--- config.mk ---
export PLATFORM = sky130hd
export DESIGN_NAME = return_stack
export DESIGN_NICKNAME = d
export VERILOG_FILES = /design/src/logic/fetch_pkg.sv /design/src/logic/return_stack.sv
export VERILOG_INCLUDE_DIRS = /design/src /design/src/logic
export SDC_FILE = /design/constraint.sdc
export NUM_CORES = 1
export LEC_CHECK = 0
export BUFFER_PORTS_ARGS = -buffer_cell sky130_fd_sc_hd__buf_4
export CORE_ASPECT_RATIO = 0.5
export CORE_MARGIN = 8
export CORE_UTILIZATION = 45
export CTS_BUF_LIST = sky130_fd_sc_hd__clkbuf_4
export CTS_CLUSTER_SIZE = 10
export DETAILED_ROUTE_END_ITERATION = 16
export HOLD_SLACK_MARGIN = 0.08
export SLEW_MARGIN = 5
export SYNTH_ARGS = -nofsm -noshare
export SYNTH_HDL_FRONTEND = slang
export SYNTH_SLANG_ARGS = --single-unit
--- constraint.sdc ---
create_clock -name clk -period 3.6 [get_ports clk]
set_clock_uncertainty 0.05 [all_clocks]
set_input_delay 0.72 -clock clk [delete_from_list [all_inputs] [get_ports clk]]
set_output_delay 0.72 -clock clk [all_outputs]
set_load 0.1 [all_outputs]
--- src/logic/frontend_defines.svh ---
// sizes are fixed by the address map; FE_BTB_IDX_W and FE_TAG_W must cover bits above the block
`ifndef FRONTEND_DEFINES_SVH
`define FRONTEND_DEFINES_SVH

`define FE_ADDR_W 43 // fetch address bits
`define FE_BLOCK_BITS 4 // 16-byte fetch block
`define FE_BTB_IDX_W 9 // btb index, ip[12:4]
`define FE_GHR_W 8
`define FE_PT_IDX_W 8 // predictor table index
`define FE_RAS_DEPTH 8
`define FE_SLOTS 2 // branch slots per block

// tag is whatever sits above the btb index
`define FE_TAG_W (`FE_ADDR_W - `FE_BTB_IDX_W - `FE_BLOCK_BITS)

`endif

--- src/logic/fetch_pkg.sv ---
// predictor index functions assume FE_GHR_W >= 8 and FE_PT_IDX_W == 8; targets need not be aligned
`include "frontend_defines.svh"

package fetch_pkg;

  typedef logic [`FE_ADDR_W-1:0] addr_t;
  typedef logic [`FE_GHR_W-1:0] ghr_t;
  typedef logic [`FE_BTB_IDX_W-1:0] btb_idx_t;
  typedef logic [`FE_TAG_W-1:0] btb_tag_t;
  typedef logic [`FE_PT_IDX_W-1:0] pt_idx_t;
  typedef logic [$clog2(`FE_SLOTS)-1:0] slot_t;

  typedef enum logic [1:0] {br_cond, br_jump, br_call, br_ret} br_kind_t;
  typedef enum logic [1:0] {tbl_a, tbl_b, tbl_c} tbl_sel_t;

  typedef struct packed {
    logic valid;
    btb_tag_t tag;
    addr_t target;
    br_kind_t kind;
  } btb_entry_t;

  typedef btb_entry_t [`FE_SLOTS-1:0] btb_set_t;
  typedef logic [`FE_SLOTS-1:0] pt_bits_t; // one direction bit per slot

  typedef struct packed {
    logic taken;
    slot_t slot;
    br_kind_t kind;
    addr_t target;
  } fetch_pred_t;

  typedef struct packed {
    logic valid;
    addr_t ip;
    logic taken;
  } fetch_out_t;

  function automatic addr_t blk_align(input addr_t ip);
    return ip & ~addr_t'((1 << `FE_BLOCK_BITS) - 1);
  endfunction

  function automatic addr_t next_block(input addr_t ip);
    return blk_align(ip) + addr_t'(1 << `FE_BLOCK_BITS);
  endfunction

  function automatic btb_idx_t btb_index(input addr_t ip);
    return ip[`FE_BLOCK_BITS +: `FE_BTB_IDX_W];
  endfunction

  function automatic btb_tag_t btb_tag(input addr_t ip);
    return ip[`FE_ADDR_W-1 -: `FE_TAG_W];
  endfunction

  // A mixes short history, C is history only
  function automatic pt_idx_t pt_index(input tbl_sel_t sel, input addr_t ip, input ghr_t ghr);
    case (sel)
      tbl_a: return {ip[9:4], ghr[1:0]};
      tbl_b: return {ip[7:4], ghr[3:0]};
      default: return ghr[7:0];
    endcase
  endfunction

endpackage

--- src/logic/return_stack.sv ---
// no overflow or underflow detection; the pointer wraps and old entries are overwritten
`timescale 1ns/1ps
`include "frontend_defines.svh"

module return_stack (
  input logic clk,
  input logic rst,
  input logic push,
  input logic pop,
  input fetch_pkg::addr_t push_addr,
  output fetch_pkg::addr_t top
);

  import fetch_pkg::*;

  localparam int ptr_w = $clog2(`FE_RAS_DEPTH);

  addr_t mem [`FE_RAS_DEPTH];
  logic [ptr_w-1:0] ptr_q; // next free entry
  logic [ptr_w-1:0] top_idx;

  assign top_idx = ptr_q - 1'b1;
  assign top = mem[top_idx];

  always_ff @(posedge clk) begin
    if (rst) begin
      ptr_q <= '0;
      for (int i = 0; i < `FE_RAS_DEPTH; i++) begin
        mem[i] <= '0;
      end
    end else if (push) begin
      mem[ptr_q] <= push_addr;
      ptr_q <= ptr_q + 1'b1;
    end else if (pop) begin
      ptr_q <= top_idx;
    end
  end

endmodule

==> reports/qor.txt <==
fmax = 287 MHz
total of warnings raised by yosys = 0
Cell variety after synth = 31
cell taking the most area after synthesis = edfxtp_1
CP max-delay cell = dfxtp_2
leading cell types in the layout, fill and taps excluded = and2_1 (344), edfxtp_1 (344), nand3_1 (172)
GPL Wtd Cong = 0.724
Critical Path Max Stage Delay = 360 ps
Skew-Pair Late Insertion Delay = 750 ps
I/O pin total = 90
leak pwr = 7.18 nW
Mapped Cells = 1207
Pins Over Slew Limit = 0
die height = 150 um
Synth Register Bits = 347
Slew HR = 0.396
CTS tree = done
Pwr Density = 602 nW/um^2
Worst Hold Class = in2reg
Nets = 1385
worst-path cell chain = inv_1, ha_4, buf_4, buf_16, mux2i_1, nand3_1, and4_1, buf_4
worst slew pin tran = 906 ps
DR vias = 10100
share of cells above drive strength 1 = 0.200
critical path class = reg2out
power after layout = 11.3 mW
CTS Sinks = 347
vias in the first global route = 10900
peak supply drop = 0.000286 V
status = finished, final reports clean
Clock transition at path regs = 80 ps
max cap viols = 0
Total Routing Usage GR = 0.197
CP bufs+invs = 4
drt via density = 5.48
endpoints failing setup = 0
CP required = 2830 ps
Final min period = 3490 ps
CTS root buffer = clkbuf_4
Placeable Area = 35700 um^2
Placed Cells = 1724
remaining routing DRC violations = 0
Worst path top cell family by delay = buffers and inverters
Seq/Total Area, Yosys = 0.642
total grt overflow = 0
CP max FO = 11
DRT Wirelength = 42.1 mm
share of the synthesized area in the top cell type = 0.638
antenna violations before repair = 2
Syn Nets = 1256
hold_buf cts = 0
DIE WIDTH = 284 um
RSZ-0062 raised after global routing = true
final setup TNS = 0 ps
first-pass GRT wire length = 63.8 mm
Finished Layout Cells = 1851
row count = 49
Num CTS Buffers = 82
ys async rst share = 0
Detail Placement HPWL = 20.3 mm
nature of the critical path endpoint = output port
Hold Vio Cnt, Final = 0
clock tree buffer depth = 3
Setup crit start kind = register
ys flop type = edfxtp_1
Iter 0 DRT Violations = 616
most frequent CP cell = buf_4
Worst Path Arrival = 2720 ps
buffers added on ports = 89
crit share post-route = 0.969
Layout area overhead = 15.9%
ANT nets after route = 0
Synth area leaders = edfxtp_1 (64%), and2_1 (13%), mux2i_1 (11%)
Post-synth EDFFs = 344
Layout fillers = 3078
Avg WL per Cell = 22.8 um
H-tree Lvls = 3
Netlist Area Pre-Place = 16200 um^2
DRT Pass-1 Iters = 5
Initial Util = 0.453
Syn Area/Cell = 13.4 um^2
die footprint = 42600 um^2
maximum number of pins on one net before global-route repair = 93
-- power breakdown --
part / internal (mW) / switching (mW) / leakage [nW] / total (mW)
logic: 1.05 / 2.60 / 3.07 / 3.65
clock network: 1.44 / 1.49 / 0.520 / 2.92
registers: 4.65 / 0.0531 / 3.59 / 4.71
total: 7.14 / 4.15 / 7.18 / 11.3
-- worst paths after layout --
kind	to	slack, ps	cells after the start	start
max	top[39]	110	8	ptr_q[1]$_SDFFE_PP0P_
min	ptr_q[2]$_SDFFE_PP0P_	180	2	rst
max reg2reg	mem[4][34]$_SDFFCE_PN0P_	950	5	ptr_q[0]$_SDFFE_PP0P_
min reg2reg	ptr_q[1]$_SDFFE_PP0P_	530	2	ptr_q[1]$_SDFFE_PP0P_
-- per-stage QoR --
| stage | utilization | instance area, um^2 | worst slack [ps] | hold slack [ps] |
|---|---|---|---|---|
| after floorplan | - | 16200 | 151 | 499 |
| after global placement | 0.491 | 17500 | 640 | 529 |
| after global routing | 0.525 | 18700 | -31.1 | 122 |
| after CTS | 0.522 | 18600 | -2.49 | 108 |
| after detailed placement | 0.491 | 17500 | 587 | 576 |
| final | 0.525 | 18700 | 113 | 182 |
-- logic make-up (layout without fill, tap and decap cells) --
group	Yosys count	after routing	share of synthesized area
adder cells (fa/ha/maj)	2	2	0.00155
other	0	2	0
buffers and inverters	93	251	0.0245
multiplexers	172	172	0.106
XOR/XNOR	3	3	0.00255
flip-flops	347	347	0.642
AND/OR/NAND/NOR	588	588	0.222
AO/OA/AOI/OAI	2	2	0.00101
-- per-layer routing --
metal,GRT usage,share of wire,routed length (um),vias to the layer above
met4,0.0620,0.021,892,0
met1,0.248,0.44,18400,5122
met3,0.0484,0.053,2250,78
met5,0,0,0,-
li1,-,-,-,4663
met2,0.335,0.49,20600,281
-- final cells by class --
type / count / area (um^2) / area share
Antenna cell: 2 / 5.00 / 0.000267
Sequential cell: 347 / 10400 / 0.554
Clock inverter: 4 / 41.3 / 0.00220
Timing Repair Buffer: 136 / 1410 / 0.0751
Inverter: 2 / 7.51 / 0.000400
Multi-Input combinational cell: 767 / 5470 / 0.292
Tap cell: 484 / 606 / 0.0323
Clock buffer: 109 / 818 / 0.0436
-- state kept, by name, indices dropped and copies added, names as in the netlist --
| signal | count |
|---|---|
| ptr_q | 3 |
| mem | 344 |
-- worst reg2reg max path, stage by stage, from the launching register on --
cell      delay, ps
dfxtp_4         350
buf_6           650
nand2b_1        380
nor2_4           40
or2_2           610
buf_4           340
-- synthesized netlist by cell type, types with 4 or more instances --
master	n
mux2i_1	172
nand3_1	172
buf_2	31
edfxtp_1	344
nor2_1	6
clkbuf_1	51
and2_1	344
and4_1	43
clkbuf_2	4
or2_2	8
buf_1	4
-- what timing repair did --
action / CTS / global route
setup buffers: 4 / 0
endpoints found under the setup margin: 43 / 41
pin swaps: 1 / 4
gates cloned: 5 / 3
resized for setup: 17 / 13
(Power assumes the default switching activity.)
