$ cat config.mk
export PLATFORM = sky130hd
export DESIGN_NAME = fetch_seq
export DESIGN_NICKNAME = d
export VERILOG_FILES = /design/src/logic/fetch_pkg.sv /design/src/logic/retire_pkg.sv /design/src/logic/fetch_seq.sv
export VERILOG_INCLUDE_DIRS = /design/src /design/src/logic
export SDC_FILE = /design/constraint.sdc
export NUM_CORES = 1
export LEC_CHECK = 0
export BUFFER_PORTS_ARGS = -buffer_cell sky130_fd_sc_hd__buf_4
export CAP_MARGIN = 0
export CORE_AREA = 3 3 128 130
export DETAILED_ROUTE_END_ITERATION = 16
export DIE_AREA = 0 0 131 133
export PLACE_DENSITY = 0.75
export SKIP_LAST_GASP = 1
export SYNTH_ARGS = -nofsm -noshare
export SYNTH_HDL_FRONTEND = slang
export SYNTH_SLANG_ARGS = --single-unit
$ cat constraint.sdc
create_clock -name clk -period 2.25 [get_ports clk]
set_input_delay 0.45 -clock clk [delete_from_list [all_inputs] [get_ports clk]]
set_output_delay 0.45 -clock clk [all_outputs]
set_load 0.02 [all_outputs]
$ cat src/logic/frontend_defines.svh
// sizes are fixed by the address map; FE_BTB_IDX_W and FE_TAG_W must cover bits above the block
`ifndef FRONTEND_DEFINES_SVH
`define FRONTEND_DEFINES_SVH

`define FE_ADDR_W 43 // fetch address bits
`define FE_BLOCK_BITS 4 // 16-byte fetch block
`define FE_BTB_IDX_W 9 // btb index, ip[12:4]
`define FE_GHR_W 8
`define FE_PT_IDX_W 8 // predictor table index
`define FE_RAS_DEPTH 8
`define FE_SLOTS 2 // branch slots per block

// tag is whatever sits above the btb index
`define FE_TAG_W (`FE_ADDR_W - `FE_BTB_IDX_W - `FE_BLOCK_BITS)

`endif

$ cat src/logic/fetch_pkg.sv
// predictor index functions assume FE_GHR_W >= 8 and FE_PT_IDX_W == 8; targets need not be aligned
`include "frontend_defines.svh"

package fetch_pkg;

  typedef logic [`FE_ADDR_W-1:0] addr_t;
  typedef logic [`FE_GHR_W-1:0] ghr_t;
  typedef logic [`FE_BTB_IDX_W-1:0] btb_idx_t;
  typedef logic [`FE_TAG_W-1:0] btb_tag_t;
  typedef logic [`FE_PT_IDX_W-1:0] pt_idx_t;
  typedef logic [$clog2(`FE_SLOTS)-1:0] slot_t;

  typedef enum logic [1:0] {br_cond, br_jump, br_call, br_ret} br_kind_t;
  typedef enum logic [1:0] {tbl_a, tbl_b, tbl_c} tbl_sel_t;

  typedef struct packed {
    logic valid;
    btb_tag_t tag;
    addr_t target;
    br_kind_t kind;
  } btb_entry_t;

  typedef btb_entry_t [`FE_SLOTS-1:0] btb_set_t;
  typedef logic [`FE_SLOTS-1:0] pt_bits_t; // one direction bit per slot

  typedef struct packed {
    logic taken;
    slot_t slot;
    br_kind_t kind;
    addr_t target;
  } fetch_pred_t;

  typedef struct packed {
    logic valid;
    addr_t ip;
    logic taken;
  } fetch_out_t;

  function automatic addr_t blk_align(input addr_t ip);
    return ip & ~addr_t'((1 << `FE_BLOCK_BITS) - 1);
  endfunction

  function automatic addr_t next_block(input addr_t ip);
    return blk_align(ip) + addr_t'(1 << `FE_BLOCK_BITS);
  endfunction

  function automatic btb_idx_t btb_index(input addr_t ip);
    return ip[`FE_BLOCK_BITS +: `FE_BTB_IDX_W];
  endfunction

  function automatic btb_tag_t btb_tag(input addr_t ip);
    return ip[`FE_ADDR_W-1 -: `FE_TAG_W];
  endfunction

  // A mixes short history, C is history only
  function automatic pt_idx_t pt_index(input tbl_sel_t sel, input addr_t ip, input ghr_t ghr);
    case (sel)
      tbl_a: return {ip[9:4], ghr[1:0]};
      tbl_b: return {ip[7:4], ghr[3:0]};
      default: return ghr[7:0];
    endcase
  endfunction

endpackage

$ cat src/logic/retire_pkg.sv
// a retire strobe always means a resolved misprediction; ghr is the history at fetch time
package retire_pkg;

  typedef struct packed {
    logic valid;
    fetch_pkg::addr_t src_ip;
    fetch_pkg::addr_t target;
    fetch_pkg::slot_t slot;
    fetch_pkg::br_kind_t kind;
    logic taken;
    fetch_pkg::ghr_t ghr;
  } retire_t;

  typedef struct packed {
    logic valid;
    fetch_pkg::addr_t ip;
    fetch_pkg::ghr_t ghr;
  } redirect_t;

  typedef struct packed {
    logic we;
    fetch_pkg::btb_idx_t index;
    fetch_pkg::slot_t slot;
    fetch_pkg::btb_entry_t entry;
  } btb_update_t;

  typedef struct packed {
    logic en;
    fetch_pkg::tbl_sel_t sel; // 0 = A, 1 = B, 2 = C
    fetch_pkg::pt_idx_t index;
    fetch_pkg::slot_t slot;
  } pt_update_t;

endpackage

$ cat src/logic/fetch_seq.sv
// init_ip is held for one cycle after reset; a redirect overrides prediction and stack action
`timescale 1ns/1ps
`include "frontend_defines.svh"

module fetch_seq (
  input logic clk,
  input logic rst,
  input fetch_pkg::addr_t init_ip,
  input retire_pkg::redirect_t redirect,
  input fetch_pkg::fetch_pred_t pred,
  input fetch_pkg::addr_t ras_top,
  output fetch_pkg::addr_t fetch_ip,
  output fetch_pkg::ghr_t fetch_ghr,
  output logic push,
  output logic pop,
  output fetch_pkg::addr_t push_addr,
  output fetch_pkg::fetch_out_t fetch
);

  import fetch_pkg::*;

  addr_t ip_q;
  addr_t ip_nxt;
  ghr_t ghr_q;
  ghr_t ghr_nxt;
  logic valid_q;
  logic ret_taken;
  logic call_taken;

  assign ret_taken = pred.taken && pred.kind == br_ret;
  assign call_taken = pred.taken && pred.kind == br_call;

  always_comb begin
    if (redirect.valid) begin
      ip_nxt = redirect.ip;
      ghr_nxt = redirect.ghr;
    end else begin
      ghr_nxt = {ghr_q[`FE_GHR_W-2:0], pred.taken};
      if (ret_taken) begin
        ip_nxt = ras_top;
      end else if (pred.taken) begin
        ip_nxt = pred.target;
      end else begin
        ip_nxt = next_block(ip_q);
      end
    end
  end

  assign push = valid_q && !redirect.valid && call_taken;
  assign pop = valid_q && !redirect.valid && ret_taken;
  assign push_addr = next_block(ip_q); // fall-through of the call block

  always_ff @(posedge clk) begin
    if (rst) begin
      ip_q <= blk_align(init_ip);
      ghr_q <= '0;
      valid_q <= 1'b0;
    end else if (!valid_q) begin
      valid_q <= 1'b1; // first block shown is init_ip itself
    end else begin
      ip_q <= blk_align(ip_nxt);
      ghr_q <= ghr_nxt;
    end
  end

  assign fetch_ip = ip_q;
  assign fetch_ghr = ghr_q;

  always_comb begin
    fetch.valid = valid_q;
    fetch.ip = ip_q;
    fetch.taken = pred.taken;
  end

endmodule

==> out/qor.yml <==
outcome:
  status: "finished with violations"
  violations: "negative setup slack"
die:
  coreArea_um2: 15300
  io_pins: 328
  start_util: 0.300
  dieHeight_um: 133
  placementRows: 45
  dieArea_um2: 17400
  dieWidth_um: 131
critical_path:
  critical_path_required_ns: 1.80
  r2r_start: "fetch_ip[10]$_DFFE_PP_"
  critPathSlowestCell: "edfxtp_1"
  worstSetupStartpointType: "flop"
  cp_common_cell: "buf_4"
  setup.worst_path.start: "fetch_ip[4]$_DFFE_PP_"
  cp_max_fo: 3
  worst-setup-path-type: "reg2out"
  critPathTopFamily: "simple AND/OR/NAND/NOR gates"
  cp-end-kind: "output pin"
  critical_path_arrival_ns: 2.06
  cp_num_buf_inv: 2
  slowest_delay_ns: 0.41
  crit_chain: "ha_4 -> and3_4 -> nand4_4 -> buf_4 -> o21a_1 -> or2_2 -> buf_4"
logic_synthesis:
  ys.flop_type: "edfxtp_1"
  synth.avg_cell_area_um2: 8.36
  yosysSeqAreaShare: 0.295
  synth_edf_count: 39
  synth_area_leaders: "edfxtp_1, buf_4, nand2_1"
  synth_area_um2: 4570
  synth-seq-cells: 48
  ys_types: 65
  synthCells: 547
  synthArstFlopShare: 0
  yosysWarningCount: 0
  post-synth-top-area-cell: "edfxtp_1"
  synth_top_area_share: 0.256
power_and_ir_drop:
  p_leak_nw: 3.91
  clkPwrFrac: 0.221
  p_int_mw: 2.50
  total_power_mw: 3.94
  ir_worst_vdd_v: 0.000275
  p_comb_frac: 0.479
  power_frac_seq: 0.300
  p_switching_mw: 1.44
  power_per_cell_area_nw_per_um2: 485
  swShare: 0.365
cells_and_area:
  area_growth_pct: 77.8
  drive_above_1_share: 0.555
  finalInstanceArea_um2: 8130
  ff_latch_area_um2: 1350
  multi_input_area_um2: 3020
  final.fill_count: 1426
  nets: 1093
  antenna_cells: 0
  final_util: 0.533
sta:
  layout_setup_ws_ns: -0.260
  setup_viol: 30
  fin_crit_ns: 2.51
  rsz0062_at_grt: "yes"
  fmax_ghz: 0.398
  drv_slew: 0
  skew_ns: 0.00562
  finalHoldViolCount: 0
  fin_crit_sh: 1.12
cts:
  clkTransAtPathRegs_ns: 0.07
  numCtsBuffers: 5
  clockBufferDepth: 2
  clockRootBuffer: "clkbuf_16"
  cts_sinks: 48
  cts_tree: "yes"
  htreeDepth: 2
  clk_latency_ns: 0.30
drt:
  drt-vias-per-instance: 5.13
  wl_per_cell_um: 19.8
  finalWirelength_um: 22100
  first_pass_iters: 5
  drt.antenna.violating_nets: 0
  via_count: 5728
  drtIter0Drc: 318
  drc: 0
global_routing:
  overflow: 0
  grt_pass1_vias: 5630
  antenna_found_initial: 0
  grt_max_degree: 33
  grt_usage: 0.234
  grt_pass1_wl_um: 31300
min_path:
  worstHoldStart: "init_ip[6]"
  hold_path.class: "in2reg"
placement:
  dp_hpwl_um: 16900
  gp_congestion: 0.852
  io_buffers: 298
  post-place-ws_ns: -0.0444
  dpl_cell_area_um2: 7230
flow_run:
  maxCapViolations: 0
==> through the flow <==
| stage | hold WS, ns | instances | setup TNS (ns) |
|---|---|---|---|
| after global routing | 0.460 | 1117 | -7.09 |
| after detailed placement | 0.500 | 1051 | -0.122 |
| after floorplan | 0.568 | 558 | -0.717 |
| after global placement | 0.485 | 1051 | 0 |
| after CTS | 0.431 | 1085 | -4.23 |
| final | 0.444 | 1117 | -3.97 |
==> tightest hold or removal path: stages <==
cell     delay (ns)
buf_4          0.08
nand2_1        0.04
o21ai_0        0.06
==> synthesized netlist by cell type, types with 15 or more instances <==
cell type and number:
nand2_1 63, buf_4 53, edfxtp_1 39, nor2_1 33, o21ai_0 33, nand3_1 30
clkbuf_1 29, xnor2_1 20, a22oi_1 16, nand4_1 15, nor3_1 15
==> power groups by stage <==
| stage | registers, mW | logic [mW] | clock network, mW |
|---|---|---|---|
| final | 1.18 | 1.89 | 0.870 |
| after global routing | 1.20 | 2.00 | 0.918 |
| after CTS | 1.17 | 1.79 | 0.895 |
| after detailed placement | 1.20 | 1.70 | 0 |
| after global placement | 1.20 | 1.69 | 0 |
| after floorplan | 1.32 | 0.784 | 0 |
==> kinds of logic (layout without fill, tap and decap cells) <==
logic type	count (synthesis)	count (layout)	synth area share
AO/OA/AOI/OAI	149	149	0.229
XOR/XNOR	31	31	0.0594
adder cells (fa/ha/maj)	1	1	0.00274
buffers and inverters	94	442	0.128
flip-flops	48	48	0.295
multiplexers	17	17	0.0391
other	1	12	0.000820
AND/OR/NAND/NOR	206	206	0.246
==> cell usage in the layout, fill, tap and decap left out, drive strengths merged, types with 5 or more instances in the layout <==
cell type,n
xnor2,20
a31oi,5
a211oi,13
mux2i,13
nand4,21
and2,5
nor4,7
xor2,11
o211ai,9
buf,429
a21oi,13
a22oi,16
dfxtp,9
nor3,15
edfxtp,39
nand3,30
and4,7
o22ai,8
a21o,6
o21ai,33
or2,6
conb,12
and3,12
clkbuf,7
nor2,33
nand2,63
==> state kept, by name, summed over array words and instances (netlist names) <==
| name | flops |
|---|---|
| fetch_ghr | 8 |
| fetch_ip | 39 |
| valid_q | 1 |
==> per-layer routing <==
metal / vias up / routed length, um / track usage
met1: 2720 / 9270 / 0.301
li1: 2713 / - / -
met5: - / 0 / 0
met4: 0 / 495 / 0.0691
met3: 32 / 1550 / 0.0517
met2: 263 / 10800 / 0.390
==> final cells by class <==
| cell class | count | share of cell area |
|---|---|---|
| flip-flops and latches | 48 | 0.166 |
| repair buffers | 429 | 0.407 |
| multi-input cells | 416 | 0.371 |
| clock buffers | 7 | 0.0202 |
| clock inverters | 1 | 0.00108 |
| inverters | 5 | 0.00231 |
| well taps | 211 | 0.0325 |
==> timing repair <==
action / in CTS / in global routing
pin swaps: 17 / 22
setup endpoints to repair: 29 / 34
hold buffers: 0 / 0
resized for setup: 31 / 24
buffers inserted: 26 / 32
==> worst paths after layout <==
| kind | to | slack [ns] | cells past startpoint |
|---|---|---|---|
| setup / recovery | push_addr[22] | -0.26 | 7 |
| hold / removal | fetch_ip[6]$_DFFE_PP_ | 0.44 | 3 |
| setup reg to reg | fetch_ip[21]$_DFFE_PP_ | -0.02 | 9 |
| hold reg to reg | fetch_ghr[6]$_SDFFE_PP0P_ | 0.51 | 2 |
Note: power is estimated with default switching activity, not from simulation.
