$ cat config.mk
export PLATFORM = sky130hd
export DESIGN_NAME = retire_intake
export DESIGN_NICKNAME = d
export VERILOG_FILES = /design/src/logic/fetch_pkg.sv /design/src/logic/retire_pkg.sv /design/src/logic/retire_intake.sv
export VERILOG_INCLUDE_DIRS = /design/src /design/src/logic
export SDC_FILE = /design/constraint.sdc
export NUM_CORES = 1
export LEC_CHECK = 0
export ABC_CLOCK_PERIOD_IN_PS = 2900
export BUFFER_PORTS_ARGS = -buffer_cell sky130_fd_sc_hd__clkbuf_2
export CAP_MARGIN = 20
export CORE_UTILIZATION = 43
export DETAILED_ROUTE_END_ITERATION = 6
export PLACE_DENSITY = 0.88
export RECOVER_POWER = 25
export SYNTH_ARGS = -nofsm -noshare
export SYNTH_HDL_FRONTEND = slang
export SYNTH_SLANG_ARGS = --single-unit
$ cat constraint.sdc
create_clock -name clk -period 2.9 [get_ports clk]
set_clock_uncertainty 0.2 [all_clocks]
set_input_delay 0.58 -clock clk [delete_from_list [all_inputs] [get_ports clk]]
set_output_delay 0.58 -clock clk [all_outputs]
set_load 0.03 [all_outputs]
$ cat src/logic/frontend_defines.svh
// sizes are fixed by the address map; FE_BTB_IDX_W and FE_TAG_W must cover bits above the block
`ifndef FRONTEND_DEFINES_SVH
`define FRONTEND_DEFINES_SVH

`define FE_ADDR_W 43 // fetch address bits
`define FE_BLOCK_BITS 4 // 16-byte fetch block
`define FE_BTB_IDX_W 9 // btb index, ip[12:4]
`define FE_GHR_W 8
`define FE_PT_IDX_W 8 // predictor table index
`define FE_RAS_DEPTH 8
`define FE_SLOTS 2 // branch slots per block

// tag is whatever sits above the btb index
`define FE_TAG_W (`FE_ADDR_W - `FE_BTB_IDX_W - `FE_BLOCK_BITS)

`endif

$ cat src/logic/fetch_pkg.sv
// predictor index functions assume FE_GHR_W >= 8 and FE_PT_IDX_W == 8; targets need not be aligned
`include "frontend_defines.svh"

package fetch_pkg;

  typedef logic [`FE_ADDR_W-1:0] addr_t;
  typedef logic [`FE_GHR_W-1:0] ghr_t;
  typedef logic [`FE_BTB_IDX_W-1:0] btb_idx_t;
  typedef logic [`FE_TAG_W-1:0] btb_tag_t;
  typedef logic [`FE_PT_IDX_W-1:0] pt_idx_t;
  typedef logic [$clog2(`FE_SLOTS)-1:0] slot_t;

  typedef enum logic [1:0] {br_cond, br_jump, br_call, br_ret} br_kind_t;
  typedef enum logic [1:0] {tbl_a, tbl_b, tbl_c} tbl_sel_t;

  typedef struct packed {
    logic valid;
    btb_tag_t tag;
    addr_t target;
    br_kind_t kind;
  } btb_entry_t;

  typedef btb_entry_t [`FE_SLOTS-1:0] btb_set_t;
  typedef logic [`FE_SLOTS-1:0] pt_bits_t; // one direction bit per slot

  typedef struct packed {
    logic taken;
    slot_t slot;
    br_kind_t kind;
    addr_t target;
  } fetch_pred_t;

  typedef struct packed {
    logic valid;
    addr_t ip;
    logic taken;
  } fetch_out_t;

  function automatic addr_t blk_align(input addr_t ip);
    return ip & ~addr_t'((1 << `FE_BLOCK_BITS) - 1);
  endfunction

  function automatic addr_t next_block(input addr_t ip);
    return blk_align(ip) + addr_t'(1 << `FE_BLOCK_BITS);
  endfunction

  function automatic btb_idx_t btb_index(input addr_t ip);
    return ip[`FE_BLOCK_BITS +: `FE_BTB_IDX_W];
  endfunction

  function automatic btb_tag_t btb_tag(input addr_t ip);
    return ip[`FE_ADDR_W-1 -: `FE_TAG_W];
  endfunction

  // A mixes short history, C is history only
  function automatic pt_idx_t pt_index(input tbl_sel_t sel, input addr_t ip, input ghr_t ghr);
    case (sel)
      tbl_a: return {ip[9:4], ghr[1:0]};
      tbl_b: return {ip[7:4], ghr[3:0]};
      default: return ghr[7:0];
    endcase
  endfunction

endpackage

$ cat src/logic/retire_pkg.sv
// a retire strobe always means a resolved misprediction; ghr is the history at fetch time
package retire_pkg;

  typedef struct packed {
    logic valid;
    fetch_pkg::addr_t src_ip;
    fetch_pkg::addr_t target;
    fetch_pkg::slot_t slot;
    fetch_pkg::br_kind_t kind;
    logic taken;
    fetch_pkg::ghr_t ghr;
  } retire_t;

  typedef struct packed {
    logic valid;
    fetch_pkg::addr_t ip;
    fetch_pkg::ghr_t ghr;
  } redirect_t;

  typedef struct packed {
    logic we;
    fetch_pkg::btb_idx_t index;
    fetch_pkg::slot_t slot;
    fetch_pkg::btb_entry_t entry;
  } btb_update_t;

  typedef struct packed {
    logic en;
    fetch_pkg::tbl_sel_t sel; // 0 = A, 1 = B, 2 = C
    fetch_pkg::pt_idx_t index;
    fetch_pkg::slot_t slot;
  } pt_update_t;

endpackage

$ cat src/logic/retire_intake.sv
// one correction per cycle at most; commands are valid one edge after the retire strobe
`timescale 1ns/1ps
`include "frontend_defines.svh"

module retire_intake (
  input logic clk,
  input logic rst,
  input retire_pkg::retire_t retire,
  output retire_pkg::redirect_t redirect,
  output retire_pkg::btb_update_t btb_upd,
  output retire_pkg::pt_update_t pt_upd
);

  import fetch_pkg::*;
  import retire_pkg::*;

  retire_t ret_q;
  tbl_sel_t sel_q;
  logic cond_upd;

  always_ff @(posedge clk) begin
    ret_q <= retire;
    if (rst) begin
      ret_q.valid <= 1'b0;
    end
  end

  assign cond_upd = ret_q.valid && ret_q.kind == br_cond;

  // A, B, C, A ...
  always_ff @(posedge clk) begin
    if (rst) begin
      sel_q <= tbl_a;
    end else if (cond_upd) begin
      case (sel_q)
        tbl_a: sel_q <= tbl_b;
        tbl_b: sel_q <= tbl_c;
        default: sel_q <= tbl_a;
      endcase
    end
  end

  always_comb begin
    redirect.valid = ret_q.valid;
    redirect.ip = ret_q.taken ? ret_q.target : next_block(ret_q.src_ip);
    redirect.ghr = {ret_q.ghr[`FE_GHR_W-2:0], ret_q.taken}; // restored history

    btb_upd.we = ret_q.valid;
    btb_upd.index = btb_index(ret_q.src_ip);
    btb_upd.slot = ret_q.slot;
    btb_upd.entry.valid = 1'b1;
    btb_upd.entry.tag = btb_tag(ret_q.src_ip);
    btb_upd.entry.target = ret_q.target;
    btb_upd.entry.kind = ret_q.kind;

    // only conditional branches touch the direction tables
    pt_upd.en = cond_upd;
    pt_upd.sel = sel_q;
    pt_upd.index = pt_index(sel_q, ret_q.src_ip, ret_q.ghr);
    pt_upd.slot = ret_q.slot;
  end

endmodule

==> flow_summary.json, run 1 <==
{
  "synth.net_count": 529,
  "max_stage_delay_ps": 390,
  "coreArea_um2": 9200,
  "cp-start-kind": "flop",
  "yosys_register_bits": 97,
  "num_io_pins": 252,
  "port_buffers": 246,
  "met3_wirelength_um": 705,
  "final_area_um2": 5330,
  "cts.sinks": 97,
  "routed_wl_mm": 10.9,
  "wl_met2_mm": 5.93,
  "min-delay-start": "retire[38]",
  "yosys-top-cells-area": "dfxtp_1, buf_4, xor2_1, o21ai_0, nand2_1",
  "arrival_ps": 2180,
  "grt-ovfl-total": 0,
  "p_leak_nw": 2.58,
  "cts.clk_slew.worst_paths_ps": 100,
  "drt_pass1_iterations": 4,
  "dieArea_um2": 9890,
  "drt_iter0_drc": 70,
  "synth_flop_cell": "dfxtp_1",
  "min_to": "btb_upd[28]",
  "final-hold-violation-count": 0,
  "fp.dieW_um": 99.4,
  "layout.nets": 706,
  "rrSetupSlack_ps": 1540,
  "via_per_inst": 4.81,
  "synth.largest_area_cell": "dfxtp_1",
  "initial_core_util": 0.444,
  "synth_edf_count": 0,
  "dpl.hpwl_mm": 8.28,
  "grt_first_pass_wirelength_mm": 15.3,
  "rr_endpoint": "sel_q[0]",
  "top_layer": "met4",
  "worstRegToRegCells": 3,
  "crit_chain": "nand4_4 -> nor4_4 -> buf_4 -> nand4_1 -> xnor2_1 -> mux2_4 -> buf_8",
  "rows": 35,
  "synthesis.area_um2": 4080,
  "clock_latency_ps": 340,
  "crit_fanout": 8,
  "dpl_cell_area_um2": 4790,
  "hold_buffers": 0,
  "finalSetupViolCount": 1,
  "rsz0062_at_grt": "true",
  "dp_slack_ps": 58.0,
  "numCtsBuffers": 9,
  "ys_seq_area_frac": 0.476,
  "grt_antenna_before_repair": 0,
  "m1WireLength_mm": 4.09,
  "die_h_um": 99.4,
  "cp.required_ps": 2120,
  "place_congestion": 0.811,
  "antenna_cells": 0,
  "detail-route-antenna-nets": 0,
  "cts-htree-levels": 3,
  "cp-startpoint": "btb_upd[56]",
  "ir_worst_vdd_mv": 0.321,
  "r2r_start": "btb_upd[86]",
  "setup_tns_ps": -62.2,
  "violations": "setup timing",
  "path_class": "reg2out",
  "via_count": 3455,
  "slowest_stage": "dfxtp_4",
  "synth_warnings": 0,
  "drc": 0,
  "status": "finished with violations",
  "synth_top_area_frac": 0.476,
  "async_flop_share": 0,
  "wl_per_cell_um": 15.2,
  "drive_above_1_share": 0.566,
  "hold_ws_ps": 114,
  "grt_pass1_vias": 3167,
  "grt_usage": 0.200,
  "grt_max_degree": 42,
  "period_minus_slack_ps": 2960,
  "cp-end-kind": "primary output",
  "maxCapViolations": 0,
  "syn_inst": 427,
  "fmax_ghz": 0.338,
  "ys_types": 34,
  "drv_slew": 0,
  "clockRootBuffer": "clkbuf_8",
  "cts_tree": "done",
  "max-clock-path-buffers": 2,
  "period_share": 1.02,
  "p_total_mw": 2.94,
  "areaGrowthSynthToFinish_pct": 30.6,
  "holdPathStages": 1,
  "postSynthAreaPerCell_um2": 9.56,
  "hold_path_class": "in2reg",
  "power_density_nw_per_um2": 552,
  "finalWorstSetupSlack_ps": -62.2
}
through the flow:
| stage | utilization | instances |
|---|---|---|
| after floorplan | - | 427 |
| after global placement | 0.521 | 687 |
| after detailed placement | 0.521 | 687 |
| after CTS | 0.562 | 709 |
| after global routing | 0.579 | 719 |
| final | 0.579 | 719 |
cells by family after synthesis:
group,after synthesis,synth area share
adders and majority gates,1,0.00307
buffers and inverters,119,0.202
xor gates and xnor gates,36,0.0773
other,1,0.000919
and+or+nand+nor,121,0.158
muxes,13,0.0343
AOI/OAI and AO/OA,39,0.0481
DFF,97,0.476
power breakdown:
group          leakage [nW]  internal [mW]  total (mW)  switching, mW
combinational          1.65          0.209       0.610          0.401
clock                 0.100          0.401       0.869          0.468
sequential            0.821           1.40        1.46         0.0585
total                  2.58           2.01        2.94          0.927
cell usage after synthesis, drive strengths merged, types with 3 or more instances:
cell type and number:
and2 7, and3 3, and4 4, buf 102, clkbuf 12, dfxtp 97
inv 4, mux2 8, mux2i 5, nand2 47, nand3 16, nand4 20
nor2 8, nor3 5, nor4 5, o21ai 37, xnor2 12, xor2 24
state kept, by name, indices dropped and copies added, names as in the netlist:
register and flops:
ret_q 1, btb_upd 86, sel_q 2, redirect 8
repair_timing:
item,4_1_cts,5_1_grt
setup endpoints to repair,29,29
pin swaps,11,18
resized for setup,54,51
hold endpoints to repair,0,0
setup buffers,7,8
gates cloned,0,2
worst max-delay path by stage:
stage	to	slack, ps	cells past startpoint
final	redirect[46]	-60	7
after global routing	redirect[46]	-160	7
after CTS	redirect[44]	-120	7
after detailed placement	redirect[44]	60	6
after global placement	redirect[44]	120	6
after floorplan	redirect[30]	3	7
per-layer routing:
metal | global-route usage | up-vias
met2 | 0.395 | 166
met3 | 0.0520 | 19
met1 | 0.202 | 1593
met5 | 0 | -
met4 | 0.0679 | 0
li1 | - | 1677
cell usage in the layout, fill, tap and decap left out, drive strengths merged, types with 3 or more instances in the layout:
cell type,count
and2,7
and3,3
and4,4
buf,53
clkbuf,236
clkinv,3
dfxtp,97
inv,7
mux2,8
mux2i,5
nand2,47
nand3,16
nand4,20
nor2,8
nor3,5
nor4,5
o21ai,37
xnor2,12
xor2,24
cell type report:
type / instances / area, um2
timing repair buffer: 280 / 1590
fill: 811 / 3870
inverter: 5 / 18.8
sequential: 97 / 1990
clock buffer: 9 / 124
clock inverter: 6 / 66.3
tap: 111 / 139
multi-input combinational: 211 / 1400
critical path: cells and delay by family, from the launching register on:
family | cells | cell delay [ps]
buffers and inverters | 2 | 360
and+or+nand+nor | 3 | 650
DFF | 1 | 390
muxes | 1 | 270
xor gates and xnor gates | 1 | 150
Power figures use the tool's default switching activity.
==> inputs of run 2 (changes only) <==
Settings changed: BUFFER_PORTS_ARGS -buffer_cell sky130_fd_sc_hd__clkbuf_2 to unset, CORE_AREA set to 2 2 98 100, CORE_UTILIZATION 43 to unset, DIE_AREA set to 0 0 100 102, DONT_BUFFER_PORTS set to 1, PLACE_DENSITY 0.88 to 0.67.
==> run 2 against run 1 <==
Compared with the run above:
- the flow now finishes without violations
- wire length is 8.4% lower
- clock power is 11% lower
- total power fell by 6.4%
- global-route usage decreased by 1.8 points
- maximum frequency is 4.1% higher
- first-iteration DRC count decreased by 29%
- register-to-register slack got worse by 170 ps
- clock-buffer cell count rose by 1
- critical path depth did not move
- critical endpoint is now redirect[33]
==> flow_summary.json, run 2 (synthesized netlist as in run 1, its figures left out) <==
{
  "status": "finished clean",
  "rsz0062_at_grt": "true",
  "grt_first_pass_wirelength_mm": 14.1,
  "cts.sinks": 97,
  "multi_input_area_um2": 1420,
  "hold_path_class": "in2reg",
  "areaGrowthSynthToFinish_pct": 8.03,
  "final-hold-violation-count": 0,
  "place_congestion": 0.789,
  "period_share": 0.981,
  "clockRootBuffer": "clkbuf_8",
  "ir_worst_vdd_mv": 0.322,
  "cts_tree": "done",
  "max-clock-path-buffers": 2,
  "tightest_slew_ps": 606,
  "fmax_ghz": 0.351,
  "period_minus_slack_ps": 2850,
  "grt-ovfl-total": 0,
  "hold_ws_ps": 40.9,
  "crit_chain": "nand4_1 -> buf_4 -> nor4_4 -> buf_4 -> nand3_1 -> xnor2_1 -> mux2_4",
  "grt_max_degree": 71,
  "largest_reg_flops": 86,
  "grt_usage": 0.182,
  "cts-htree-levels": 3,
  "fp.dieW_um": 100,
  "drc": 0,
  "cp.required_ps": 2120,
  "hold_buffers": 0,
  "layout.nets": 514,
  "via_per_inst": 5.16,
  "layout.area.seq_um2": 1960,
  "layout_common_cells": "dfxtp_1, buf_4, nand2_1",
  "cp-end-kind": "primary output",
  "coreArea_um2": 9110,
  "cts.clk_slew.worst_paths_ps": 100,
  "detail-route-antenna-nets": 0,
  "drive_above_1_share": 0.345,
  "cp_common_cell": "buf_4",
  "arrival_ps": 2070,
  "max_stage_delay_ps": 360,
  "p_leak_nw": 1.79,
  "drv_slew": 0,
  "wl_per_cell_um": 18.9,
  "die_h_um": 102,
  "dieArea_um2": 10200,
  "cp-start-kind": "flop",
  "power_density_nw_per_um2": 624,
  "slowest_stage": "dfxtp_2",
  "p_total_mw": 2.75,
  "slew_headroom": 0.596,
  "via_count": 2731,
  "routed_wl_mm": 10.0,
  "crit_fanout": 5,
  "grt_pass1_vias": 2711,
  "dpl.hpwl_mm": 7.65,
  "path_buf_inv": 2,
  "initial_core_util": 0.448,
  "rows": 35,
  "numCtsBuffers": 9,
  "num_io_pins": 252,
  "drt_pass1_iterations": 4,
  "drt_iter0_drc": 50,
  "nFillCells": 850,
  "finalSetupViolCount": 0,
  "critical-path-top-delay-family": "simple AND/OR/NAND/NOR gates",
  "port_buffers": 0,
  "path_class": "reg2out",
  "maxCapViolations": 0,
  "clock_latency_ps": 350,
  "grt_antenna_before_repair": 1
}
==> run 2: per-stage QoR <==
stage / util / cell area, um2 / setup WS, ps / setup TNS [ps] / cells
after CTS: 0.474 / 4320 / 3.52 / 0 / 528
after global placement: 0.446 / 4070 / 242 / 0 / 509
after floorplan: - / 4080 / 2.67 / 0 / 427
after detailed placement: 0.446 / 4070 / 220 / 0 / 509
after global routing: 0.484 / 4410 / -89.8 / -455 / 529
final: 0.484 / 4410 / 54.5 / 0 / 529
==> run 2: cell type report <==
class / instances / area share
clock buffers: 10 / 0.0289
well taps: 111 / 0.0315
inverters: 5 / 0.00426
repair buffers: 88 / 0.159
multi-input cells: 211 / 0.321
flip-flops and latches: 97 / 0.445
diodes: 1 / 0.000568
clock inverters: 6 / 0.00993
==> run 2: path summary, 6_finish.rpt <==
kind / startpoint / to / slack, ps / depth (start not counted)
worst min-delay path: retire[34] / btb_upd[24] / 40 / 0
worst max register to register: btb_upd[86] / sel_q[0] / 1370 / 5
worst max-delay path: btb_upd[84] / redirect[33] / 50 / 7
worst min register to register: sel_q[1] / sel_q[1] / 420 / 2
==> run 2: metal layers <==
layer  GRT usage  vias to the layer above  wire length (um)  part of all wire
met2       0.334                      132              5260              0.53
met4      0.0611                        0               163             0.016
met3      0.0691                       13               755             0.076
met1       0.193                     1285              3810              0.38
li1            -                     1301                 -                 -
met5           0                        -                 0                 0
==> run 2: repair_timing <==
item                                    4_1_cts  5_1_grt
endpoints found under the setup margin       22       28
cloned                                        0        0
resized for setup                            16       29
hold endpoints to repair                      0        0
pin swaps                                     6        9
setup buffers                                 3        0
==> run 2: report_power, final <==
part | leakage (nW) | switching (mW) | internal, mW
Sequential | 0.818 | 0.140 | 1.41
Combinational | 0.887 | 0.286 | 0.141
Clock | 0.0866 | 0.462 | 0.316
